--- config.mk ---
export PLATFORM = sky130hd
export DESIGN_NAME = spi_wb_top
export DESIGN_NICKNAME = d
export VERILOG_FILES = /design/src/verilog/spi_bus_pkg.sv /design/src/verilog/spi_wb_bridge.sv /design/src/verilog/wbs_decoder.sv /design/src/verilog/sys_block.sv /design/src/verilog/gpio_block.sv /design/src/verilog/spi_wb_top.sv
export SDC_FILE = /design/constraint.sdc
export NUM_CORES = 1
export LEC_CHECK = 0
export ABC_AREA = 0
export ABC_CLOCK_PERIOD_IN_PS = 8600
export BUFFER_PORTS_ARGS = -buffer_cell sky130_fd_sc_hd__buf_2
export CORE_MARGIN = 5
export CORE_UTILIZATION = 65
export CTS_BUF_LIST = sky130_fd_sc_hd__clkbuf_4
export DETAILED_ROUTE_END_ITERATION = 8
export PLACE_DENSITY = 0.83
export SLEW_MARGIN = 40
export SYNTH_ARGS = -nofsm -noshare
export SYNTH_HDL_FRONTEND = slang
export SYNTH_HIERARCHICAL = 1
export SYNTH_SLANG_ARGS = --single-unit
--- constraint.sdc ---
create_clock -name sys_clk -period 8.6 [get_ports sys_clk]
set_clock_uncertainty 0.1 [all_clocks]
set_input_delay 0.43 -clock sys_clk [delete_from_list [all_inputs] [get_ports sys_clk]]
set_output_delay 0.43 -clock sys_clk [all_outputs]
set_load 0.1 [all_outputs]
--- src/verilog/spi_bus_pkg.sv ---
package spi_bus_pkg;

  // Wishbone master request, one single-word access
  typedef struct packed {
    logic        cyc;
    logic        stb;
    logic        we;
    logic [3:0]  sel;
    logic [31:0] adr;
    logic [31:0] dat;
  } wb_req_t;

  // Slave response
  typedef struct packed {
    logic [31:0] dat;
    logic        ack;
    logic        err;
  } wb_rsp_t;

  // Address map
  localparam logic [31:0] SYS_BASE  = 32'h0000_0000;
  localparam logic [31:0] SYS_HIGH  = 32'h0000_FFFF;
  localparam logic [31:0] GPIO_BASE = 32'h0001_0000;
  localparam logic [31:0] GPIO_HIGH = 32'h0001_FFFF;

  // Board identification
  localparam logic [15:0] BOARD_ID = 16'd12;
  localparam logic [7:0]  REV_MAJ  = 8'd1;
  localparam logic [7:0]  REV_MIN  = 8'd0;
  localparam logic [31:0] REV_RCS  = 32'h0;

  localparam int GPIO_W = 8;

  // Decoder waits this many cycles for a slave ack
  localparam int BUS_TIMEOUT = 32;
  localparam int TMO_W       = $clog2(BUS_TIMEOUT + 1);

  localparam int SCLK_SYNC = 2; // Flops on sclk, cs_n and mosi

  // Status byte sent at the end of every frame
  localparam logic [7:0] STAT_ACK = 8'h01;
  localparam logic [7:0] STAT_ERR = 8'h02;

endpackage

--- src/verilog/spi_wb_bridge.sv ---
module spi_wb_bridge (
  input  logic                 sys_clk,
  input  logic                 rst_i,
  input  logic                 cs_n_i,
  input  logic                 sclk_i,
  input  logic                 mosi_i,
  output logic                 miso_o,
  output spi_bus_pkg::wb_req_t wb_req_o,
  input  spi_bus_pkg::wb_rsp_t wb_rsp_i,
  output logic                 new_cmd_o
);

  typedef enum logic [2:0] {
    ST_CMD,
    ST_ADDR,
    ST_WDATA,
    ST_TURN,
    ST_RDATA,
    ST_STAT,
    ST_DONE
  } state_t;

  logic [spi_bus_pkg::SCLK_SYNC-1:0] sclk_sr;
  logic [spi_bus_pkg::SCLK_SYNC-1:0] cs_sr;
  logic [spi_bus_pkg::SCLK_SYNC-1:0] mosi_sr;
  logic        sclk_d;
  logic        sclk_s;
  logic        mosi_s;
  logic        cs_act;
  logic        sclk_rise;
  logic        sclk_fall;

  state_t      state;
  logic [5:0]  bit_cnt;
  logic        is_wr;
  logic [31:0] in_sr;
  logic [39:0] out_sr;    // Read data then status, MSB first
  logic [31:0] rd_data;
  logic [7:0]  stat;

  assign sclk_s    = sclk_sr[spi_bus_pkg::SCLK_SYNC-1];
  assign mosi_s    = mosi_sr[spi_bus_pkg::SCLK_SYNC-1];
  assign cs_act    = ~cs_sr[spi_bus_pkg::SCLK_SYNC-1];
  assign sclk_rise = sclk_s & ~sclk_d;
  assign sclk_fall = ~sclk_s & sclk_d;

  always_ff @(posedge sys_clk) begin
    if (rst_i) begin
      sclk_sr <= '0;
      cs_sr   <= '1; // Deselected
      mosi_sr <= '0;
      sclk_d  <= 1'b0;
    end else begin
      sclk_sr <= {sclk_sr[spi_bus_pkg::SCLK_SYNC-2:0], sclk_i};
      cs_sr   <= {cs_sr[spi_bus_pkg::SCLK_SYNC-2:0], cs_n_i};
      mosi_sr <= {mosi_sr[spi_bus_pkg::SCLK_SYNC-2:0], mosi_i};
      sclk_d  <= sclk_s;
    end
  end

  always_ff @(posedge sys_clk) begin
    if (rst_i) begin
      state     <= ST_CMD;
      bit_cnt   <= '0;
      is_wr     <= 1'b0;
      stat      <= '0;
      wb_req_o  <= '0;
      new_cmd_o <= 1'b0;
      miso_o    <= 1'b0;
    end else if (!cs_act) begin
      // Frame aborted or idle
      state        <= ST_CMD;
      bit_cnt      <= '0;
      stat         <= '0;
      wb_req_o.cyc <= 1'b0;
      wb_req_o.stb <= 1'b0;
      new_cmd_o    <= 1'b0;
      miso_o       <= 1'b0;
    end else begin
      new_cmd_o <= 1'b0;

      if (wb_req_o.stb && (wb_rsp_i.ack || wb_rsp_i.err)) begin
        wb_req_o.cyc <= 1'b0;
        wb_req_o.stb <= 1'b0;
        rd_data      <= wb_rsp_i.dat;
        stat         <= wb_rsp_i.ack ? spi_bus_pkg::STAT_ACK : spi_bus_pkg::STAT_ERR;
      end

      if (sclk_rise) begin
        in_sr   <= {in_sr[30:0], mosi_s};
        bit_cnt <= bit_cnt + 6'd1;
        case (state)
          ST_CMD: begin
            if (bit_cnt == 6'd7) begin
              is_wr     <= in_sr[6]; // First bit of the command byte
              new_cmd_o <= 1'b1;
              state     <= ST_ADDR;
              bit_cnt   <= '0;
            end
          end
          ST_ADDR: begin
            if (bit_cnt == 6'd31) begin
              wb_req_o.adr <= {in_sr[30:0], mosi_s};
              bit_cnt      <= '0;
              if (is_wr) begin
                state <= ST_WDATA;
              end else begin
                wb_req_o.cyc <= 1'b1;
                wb_req_o.stb <= 1'b1;
                wb_req_o.we  <= 1'b0;
                wb_req_o.sel <= 4'hF;
                state        <= ST_TURN;
              end
            end
          end
          ST_WDATA: begin
            if (bit_cnt == 6'd31) begin
              wb_req_o.dat <= {in_sr[30:0], mosi_s};
              wb_req_o.cyc <= 1'b1;
              wb_req_o.stb <= 1'b1;
              wb_req_o.we  <= 1'b1;
              wb_req_o.sel <= 4'hF;
              bit_cnt      <= '0;
              state        <= ST_TURN;
            end
          end
          ST_TURN: begin
            if (bit_cnt == 6'd7) begin
              out_sr  <= is_wr ? {stat, 32'h0} : {rd_data, stat};
              bit_cnt <= '0;
              state   <= is_wr ? ST_STAT : ST_RDATA;
            end
          end
          ST_RDATA: begin
            if (bit_cnt == 6'd31) begin
              bit_cnt <= '0;
              state   <= ST_STAT;
            end
          end
          ST_STAT: begin
            if (bit_cnt == 6'd7) begin
              state <= ST_DONE;
            end
          end
          default: ; // Wait for cs_n to rise
        endcase
      end

      // Mode 0, miso moves on the falling edge
      if (sclk_fall && (state == ST_RDATA || state == ST_STAT)) begin
        miso_o <= out_sr[39];
        out_sr <= {out_sr[38:0], 1'b0};
      end
    end
  end

  a_req_stable: assert property (@(posedge sys_clk) disable iff (rst_i)
    wb_req_o.stb && !wb_rsp_i.ack && !wb_rsp_i.err && cs_act |=> $stable(wb_req_o));

  a_rsp_excl: assert property (@(posedge sys_clk) disable iff (rst_i)
    !(wb_rsp_i.ack && wb_rsp_i.err));

endmodule

--- src/verilog/wbs_decoder.sv ---
module wbs_decoder (
  input  logic                 sys_clk,
  input  logic                 rst_i,
  input  spi_bus_pkg::wb_req_t m_req_i,
  output spi_bus_pkg::wb_rsp_t m_rsp_o,
  output spi_bus_pkg::wb_req_t sys_req_o,
  input  spi_bus_pkg::wb_rsp_t sys_rsp_i,
  output spi_bus_pkg::wb_req_t gpio_req_o,
  input  spi_bus_pkg::wb_rsp_t gpio_rsp_i
);

  logic                          hit_sys;
  logic                          hit_gpio;
  logic [1:0]                    sel_q;   // {gpio, sys}
  logic                          busy;
  logic                          done;
  logic [spi_bus_pkg::TMO_W-1:0] tmo_cnt;
  spi_bus_pkg::wb_rsp_t          slv_rsp;

  assign hit_sys  = (m_req_i.adr >= spi_bus_pkg::SYS_BASE) &&
                    (m_req_i.adr <= spi_bus_pkg::SYS_HIGH);
  assign hit_gpio = (m_req_i.adr >= spi_bus_pkg::GPIO_BASE) &&
                    (m_req_i.adr <= spi_bus_pkg::GPIO_HIGH);

  assign slv_rsp = sel_q[0] ? sys_rsp_i : gpio_rsp_i;

  // Strobe drops once the slave has answered
  always_comb begin
    sys_req_o      = m_req_i;
    sys_req_o.cyc  = m_req_i.cyc & sel_q[0];
    sys_req_o.stb  = m_req_i.stb & sel_q[0] & ~done;
    gpio_req_o     = m_req_i;
    gpio_req_o.cyc = m_req_i.cyc & sel_q[1];
    gpio_req_o.stb = m_req_i.stb & sel_q[1] & ~done;
  end

  always_ff @(posedge sys_clk) begin
    if (rst_i) begin
      m_rsp_o <= '0;
      sel_q   <= '0;
      busy    <= 1'b0;
      done    <= 1'b0;
      tmo_cnt <= '0;
    end else begin
      m_rsp_o.ack <= 1'b0;
      m_rsp_o.err <= 1'b0;
      if (!m_req_i.cyc) begin
        sel_q <= '0;
        busy  <= 1'b0;
        done  <= 1'b0;
      end else if (!busy) begin
        if (m_req_i.stb) begin
          busy    <= 1'b1;
          sel_q   <= {hit_gpio, hit_sys};
          tmo_cnt <= spi_bus_pkg::TMO_W'(1);
          if (!hit_sys && !hit_gpio) begin
            m_rsp_o.err <= 1'b1; // Unmapped
            m_rsp_o.dat <= '0;
            done        <= 1'b1;
          end
        end
      end else if (!done) begin
        tmo_cnt <= tmo_cnt + 1'b1;
        if (slv_rsp.ack || slv_rsp.err) begin
          m_rsp_o <= slv_rsp;
          done    <= 1'b1;
        end else if (tmo_cnt == spi_bus_pkg::TMO_W'(spi_bus_pkg::BUS_TIMEOUT)) begin
          m_rsp_o.err <= 1'b1;
          m_rsp_o.dat <= '0;
          done        <= 1'b1;
        end
      end
    end
  end

  a_one_slave: assert property (@(posedge sys_clk) disable iff (rst_i)
    !(sys_req_o.stb && gpio_req_o.stb));

endmodule

--- src/verilog/sys_block.sv ---
module sys_block (
  input  logic                 sys_clk,
  input  logic                 rst_i,
  input  spi_bus_pkg::wb_req_t req_i,
  output spi_bus_pkg::wb_rsp_t rsp_o,
  output logic [31:0]          debug_o
);

  logic        acc;
  logic        ack_q;
  logic [31:0] rd_q;
  logic [31:0] scratch;
  logic [31:0] debug_q;
  logic [31:0] rd_mux;

  // One ack per strobe
  assign acc = req_i.cyc & req_i.stb & ~ack_q;

  always_comb begin
    case (req_i.adr[15:0])
      16'h0:   rd_mux = {spi_bus_pkg::BOARD_ID, spi_bus_pkg::REV_MAJ, spi_bus_pkg::REV_MIN};
      16'h4:   rd_mux = spi_bus_pkg::REV_RCS;
      16'h8:   rd_mux = scratch;
      16'hC:   rd_mux = debug_q;
      default: rd_mux = '0;
    endcase
  end

  always_ff @(posedge sys_clk) begin
    if (rst_i) begin
      ack_q   <= 1'b0;
      scratch <= '0;
      debug_q <= '0;
    end else begin
      ack_q <= acc;
      if (acc && req_i.we) begin
        for (int i = 0; i < 4; i++) begin
          if (req_i.sel[i]) begin
            if (req_i.adr[15:0] == 16'h8) begin
              scratch[8*i +: 8] <= req_i.dat[8*i +: 8];
            end
            if (req_i.adr[15:0] == 16'hC) begin
              debug_q[8*i +: 8] <= req_i.dat[8*i +: 8];
            end
          end
        end
      end
    end
  end

  // Read data, old value on a write
  always_ff @(posedge sys_clk) begin
    if (acc) begin
      rd_q <= rd_mux;
    end
  end

  assign rsp_o   = '{dat: rd_q, ack: ack_q, err: 1'b0};
  assign debug_o = debug_q;

endmodule

--- src/verilog/gpio_block.sv ---
module gpio_block (
  input  logic                           sys_clk,
  input  logic                           rst_i,
  input  spi_bus_pkg::wb_req_t           req_i,
  output spi_bus_pkg::wb_rsp_t           rsp_o,
  input  logic [spi_bus_pkg::GPIO_W-1:0] gpio_i,
  output logic [spi_bus_pkg::GPIO_W-1:0] gpio_o,
  input  logic                           new_cmd_i
);

  logic                           acc;
  logic                           ack_q;
  logic [31:0]                    rd_q;
  logic [31:0]                    rd_mux;
  logic [31:0]                    cmd_cnt;
  logic [spi_bus_pkg::GPIO_W-1:0] out_q;
  logic [spi_bus_pkg::GPIO_W-1:0] wr_bits;
  logic [spi_bus_pkg::GPIO_W-1:0] in_s1;
  logic [spi_bus_pkg::GPIO_W-1:0] in_s2;

  assign acc     = req_i.cyc & req_i.stb & ~ack_q;
  assign wr_bits = req_i.dat[spi_bus_pkg::GPIO_W-1:0];

  always_comb begin
    case (req_i.adr[15:0])
      16'h0:   rd_mux = {{(32 - spi_bus_pkg::GPIO_W){1'b0}}, out_q};
      16'hC:   rd_mux = {{(32 - spi_bus_pkg::GPIO_W){1'b0}}, in_s2};
      16'h10:  rd_mux = cmd_cnt;
      default: rd_mux = '0; // Set and clear read zero
    endcase
  end

  always_ff @(posedge sys_clk) begin
    in_s1 <= gpio_i; // Pins are asynchronous
    in_s2 <= in_s1;
    if (acc) begin
      rd_q <= rd_mux;
    end
  end

  always_ff @(posedge sys_clk) begin
    if (rst_i) begin
      ack_q   <= 1'b0;
      out_q   <= '0;
      cmd_cnt <= '0;
    end else begin
      ack_q <= acc;
      if (new_cmd_i) begin
        cmd_cnt <= cmd_cnt + 32'd1;
      end
      if (acc && req_i.we && req_i.sel[0]) begin
        case (req_i.adr[15:0])
          16'h0:   out_q <= wr_bits;
          16'h4:   out_q <= out_q | wr_bits;
          16'h8:   out_q <= out_q & ~wr_bits;
          default: ;
        endcase
      end
    end
  end

  assign rsp_o  = '{dat: rd_q, ack: ack_q, err: 1'b0};
  assign gpio_o = out_q;

endmodule

--- src/verilog/spi_wb_top.sv ---
module spi_wb_top (
  input  logic                           sys_clk,
  input  logic                           rst_i,
  input  logic                           cs_n_i,
  input  logic                           sclk_i,
  input  logic                           mosi_i,
  output logic                           miso_o,
  input  logic [spi_bus_pkg::GPIO_W-1:0] gpio_i,
  output logic [spi_bus_pkg::GPIO_W-1:0] gpio_o,
  output logic [31:0]                    debug_o
);

  spi_bus_pkg::wb_req_t m_req;
  spi_bus_pkg::wb_rsp_t m_rsp;
  spi_bus_pkg::wb_req_t sys_req;
  spi_bus_pkg::wb_rsp_t sys_rsp;
  spi_bus_pkg::wb_req_t gpio_req;
  spi_bus_pkg::wb_rsp_t gpio_rsp;
  logic                 new_cmd;

  spi_wb_bridge i_bridge (
    .sys_clk   (sys_clk),
    .rst_i     (rst_i),
    .cs_n_i    (cs_n_i),
    .sclk_i    (sclk_i),
    .mosi_i    (mosi_i),
    .miso_o    (miso_o),
    .wb_req_o  (m_req),
    .wb_rsp_i  (m_rsp),
    .new_cmd_o (new_cmd)
  );

  wbs_decoder i_decoder (
    .sys_clk    (sys_clk),
    .rst_i      (rst_i),
    .m_req_i    (m_req),
    .m_rsp_o    (m_rsp),
    .sys_req_o  (sys_req),
    .sys_rsp_i  (sys_rsp),
    .gpio_req_o (gpio_req),
    .gpio_rsp_i (gpio_rsp)
  );

  sys_block i_sys (
    .sys_clk (sys_clk),
    .rst_i   (rst_i),
    .req_i   (sys_req),
    .rsp_o   (sys_rsp),
    .debug_o (debug_o)
  );

  gpio_block i_gpio (
    .sys_clk   (sys_clk),
    .rst_i     (rst_i),
    .req_i     (gpio_req),
    .rsp_o     (gpio_rsp),
    .gpio_i    (gpio_i),
    .gpio_o    (gpio_o),
    .new_cmd_i (new_cmd)
  );

endmodule

Word-level counts from Yosys, hierarchy flattened
Cells that the tools add are included.
Widths: inputs -> output; s select.

word-level totals
  word-level logic and storage cells = 202
  output and inout bits = 41
  register bits after elaboration = 431

cells by class
  bitwise logic cells = 27
  reductions and logical operators = 50
  order comparisons = 4
  add/sub/neg operators = 3
  muxes and demuxes = 54
  equal/unequal tests = 21

operator list
  cell                   count
  $mux 32                8
  $mux 40                5
  $pmux 32 s3            2
  $mux 71                1
  $mux 34                2
  $mux 39                1
  $reduce_and 3->1       11
  $add 32x1->32 const B  1
  $eq 16x4->1 const B    2
  $ge 32x1->1 const B    1
  $ge 32x17->1 const B   1
  $le 32x16->1 const B   1
  $le 32x17->1 const B   1
  $mux 6                 5
  $pmux 8 s3             1
  $mux 3                 6
  $pmux 3 s6             1
  $eq 16x3->1 const B    1
  $eq 16x5->1 const B    1
  $logic_not 16->1       1
  $mux 1                 16
  $mux 7                 2
  $pmux 7 s2             1
  $add 6x1->6 const B    2
  other kinds (32)       85

Logic depth before layout (Yosys ltp)
  depth in word-level cells = 7
  depth in mapped cells = 10

Modules after synthesis
Netlist, hierarchy kept.

by module, submodules not included
  module         sequential area each (um^2)  instances  area each (um^2)  cells an instance
  spi_wb_bridge  4874.7                       1          7357.1            675
  sys_block      2262.2                       1          3972.6            403
  gpio_block     2102.0                       1          3691.0            339
  wbs_decoder    880.8                        1          3464.6            396

Worst setup path before layout
No wires, ideal clock.

  path kind = flip-flop to flip-flop
  start point = register i_bridge.state[1]
  end point = register i_bridge.out_sr[0], enable pin
  setup slack = 4.688 ns
  cell stages (with the launch flop) = 9
  setup time = 0.451 ns
  data arrival time = 3.361 ns
  path through = dfxtp_1 > clkbuf_1 > inv_1 > ha_1 > nand2_1 > or2_2 > clkbuf_1 > clkbuf_1 > a21oi_1

between the ends
  cells in the longest elaborated chain, start to end = 5
  elaborated cells on any way between the ends = 9
  those cells by class = 3 x eq/ne; 6 x reduce/logical

RTL lines
  element                       line                  text
  start, declared               spi_wb_bridge.sv:33   state_t state;
  start signal, assigned        spi_wb_bridge.sv:131  state <= is_wr ? ST_STAT : ST_RDATA;
  $eq 3x3->1                    spi_wb_bridge.sv:150  if (sclk_fall && (state == ST_RDATA || state == ST_STAT)) begin
  $logic_or 1x1->1              spi_wb_bridge.sv:150
  $logic_and 1x1->1             spi_wb_bridge.sv:150
  $reduce_bool 2->1 (no line)   --
  $reduce_and 5->1 (no line) *  --
  end signal, assigned          spi_wb_bridge.sv:129  out_sr <= is_wr ? {stat, 32'h0} : {rd_data, stat};
  end signal, assigned          spi_wb_bridge.sv:152  out_sr <= {out_sr[38:0], 1'b0};
  end, declared                 spi_wb_bridge.sv:37   logic [39:0] out_sr;

Every way passes the cells marked *; elsewhere a longest branch is shown, timed or not.
A chain may end at the register's enable or synchronous reset.

==> results.cfg <==
[clocking]
ctsResizeCount = 0
cts_buffers = 101
clkTransAtPathRegs_ns = 0.06
htree_levels = 3
clock_latency_ns = 0.73
cts.sink_count = 422
cts_tree = done
cts_buffer_depth = 3
root_buffer = clkbuf_4

[timing]
tns_ns = 0
fmax_mhz = 364.2
worst_pin_slew_ns = 0.8184
period_needed_ns = 2.746
slew_headroom = 0.4499
period_share = 0.3193
final-hold-violation-count = 0
slew_viol_final = 0
setup_violations = 0
grt_setup_unrepaired = false
fin_hold_ws_ns = 0.2259
fin_ws_ns = 5.854

[synth]
synthCells = 1754
synth_nets = 1773
syn_area_per_cell_sq_um = 10.29
yosys_warnings = 6
syn_area_sq_mm = 0.01804

[critical_path]
timing.rr.start = i_decoder/sel_q[0]
cp.required_ns = 9.04
worst-r2r-setup-slack_ns = 5.85
arrival_ns = 3.19
rr_endpoint = i_sys/debug_o[13]
end_kind = register
critPathMaxFanout = 38
cp-start-kind = register
r2r.worst_path.cells = 6
worstSetupPathType = reg -> reg

[pwr]
vdd_drop_max_mv = 0.1872
finalPower_mw = 3.701
leakage_nw = 6.538
powerDensity_mw_per_mm2 = 192.8

[placement]
dpl.hpwl_um = 25270
globalplace.congestion = 0.8695
pre_cts_ws_ns = 5.949
portBuffers = 53
dp.cells = 1994

[global_route]
grt_overflow = 0
grt_pass1_vias = 12790
grtUsageTotal = 0.2484
grt_pass1_wl_um = 63120
grt_max_degree = 107
antenna_found_initial = 1

[detailed_routing]
detail-route-antenna-nets = 0
dr.first_iter.drc_count = 1115
via_per_inst = 5.905
firstDrtPassIters = 7
wl_um = 38880
wire_per_inst_um = 17.73
num_vias = 12950
route.detailed.drc = 0

[final_layout]
fin_nets = 1752
syn2layout_area_growth_pct = 6.415
finalNonFillerCells = 2193
drive_gt1_frac = 0.1759
final_common_cell = nand2_1
final_cell_mix = nand2_1, dfxtp_1, edfxtp_1

[hold_path]
holdPathEnd = i_gpio/in_s2[6]
min_from = i_gpio/in_s1[6]
hp-class = reg -> reg
min_path_cells = 0

[job]
cap_violations = 0

[die]
start_util = 0.6530
dieArea_sq_mm = 0.03119
io_pins = 54
die_h_um = 176.6
rows = 61
coreArea_sq_mm = 0.02763
die_w_um = 176.6

[run_status]
outcome = completed
-- power breakdown --
group	internal, mW	switching (mW)	leakage (nW)
registers	2.07	0.00269	3.45
clock network	0.824	0.770	0.769
logic	0.0129	0.0235	2.32
total	2.90	0.796	6.54
-- per-stage QoR --
stage / instance area (sq um) / utilization
floorplan: 18040 / -
detailed placement: 17760 / 0.6428
CTS: 19200 / 0.6948
global route: 19200 / 0.6949
finish: 19200 / 0.6949
global placement: 17690 / 0.6402
-- worst max path at each step --
| stage | start | to | depth (start not counted) |
|---|---|---|---|
| after floorplan | i_bridge/state[1] | i_bridge/out_sr[0] | 8 |
| after global placement | i_bridge/wb_req_o[43] | i_sys/rd_q[28] | 4 |
| after detailed placement | i_bridge/wb_req_o[33] | i_sys/rd_q[23] | 4 |
| after CTS | i_bridge/wb_req_o[33] | i_sys/rd_q[16] | 4 |
| after global routing | i_bridge/wb_req_o[33] | i_sys/rd_q[21] | 4 |
| final | i_decoder/sel_q[0] | i_sys/debug_o[13] | 6 |
-- worst max-delay path: stages, from the launching register on --
cell,delay [ns]
dfxtp_1,0.33
buf_4,0.43
and3_1,0.26
and4b_1,0.56
nand4_1,0.43
o21ai_0,0.33
a21oi_1,0.12
-- final cells by class --
class | instances | area, sq um
multi-input cells | 1096 | 6655
well taps | 378 | 473.0
repair buffers | 81 | 535.5
fillers | 2061 | 8429
clock buffers | 155 | 1164
diodes | 1 | 2.502
clock inverters | 29 | 132.6
flip-flops and latches | 422 | 10120
inverters | 31 | 116.4
-- state kept, by name, summed over array words and instances, names as in the netlist, 6 cells and up --
| signal | count |
|---|---|
| i_decoder/m_rsp_o | 34 |
| i_bridge/bit_cnt | 6 |
| i_gpio/gpio_o | 8 |
| i_sys/rd_q | 32 |
| i_bridge/in_sr | 31 |
| i_bridge/out_sr | 40 |
| i_decoder/tmo_cnt | 6 |
| i_gpio/cmd_cnt | 32 |
| i_bridge/rd_data | 32 |
| i_gpio/in_s2 | 8 |
| i_bridge/wb_req_o | 68 |
| i_gpio/in_s1 | 8 |
| i_sys/scratch | 32 |
| i_sys/debug_o | 32 |
| i_gpio/rd_q | 32 |
-- metal layers --
metal	share of wire	GRT usage	routed length, um	vias up
li1	-	-	-	6177
met1	0.42	0.3186	16150	6156
met2	0.48	0.3989	18540	508
met3	0.063	0.05054	2450	108
met4	0.045	0.1338	1744	0
met5	0	0	0	-
-- repair_timing --
action                     4_1_cts  5_1_grt
hold endpoints to repair        45        0
buffers inserted                 0        0
hold buffers                    14        0
setup endpoints to repair        0        0
Power figures use the tool's default switching activity.
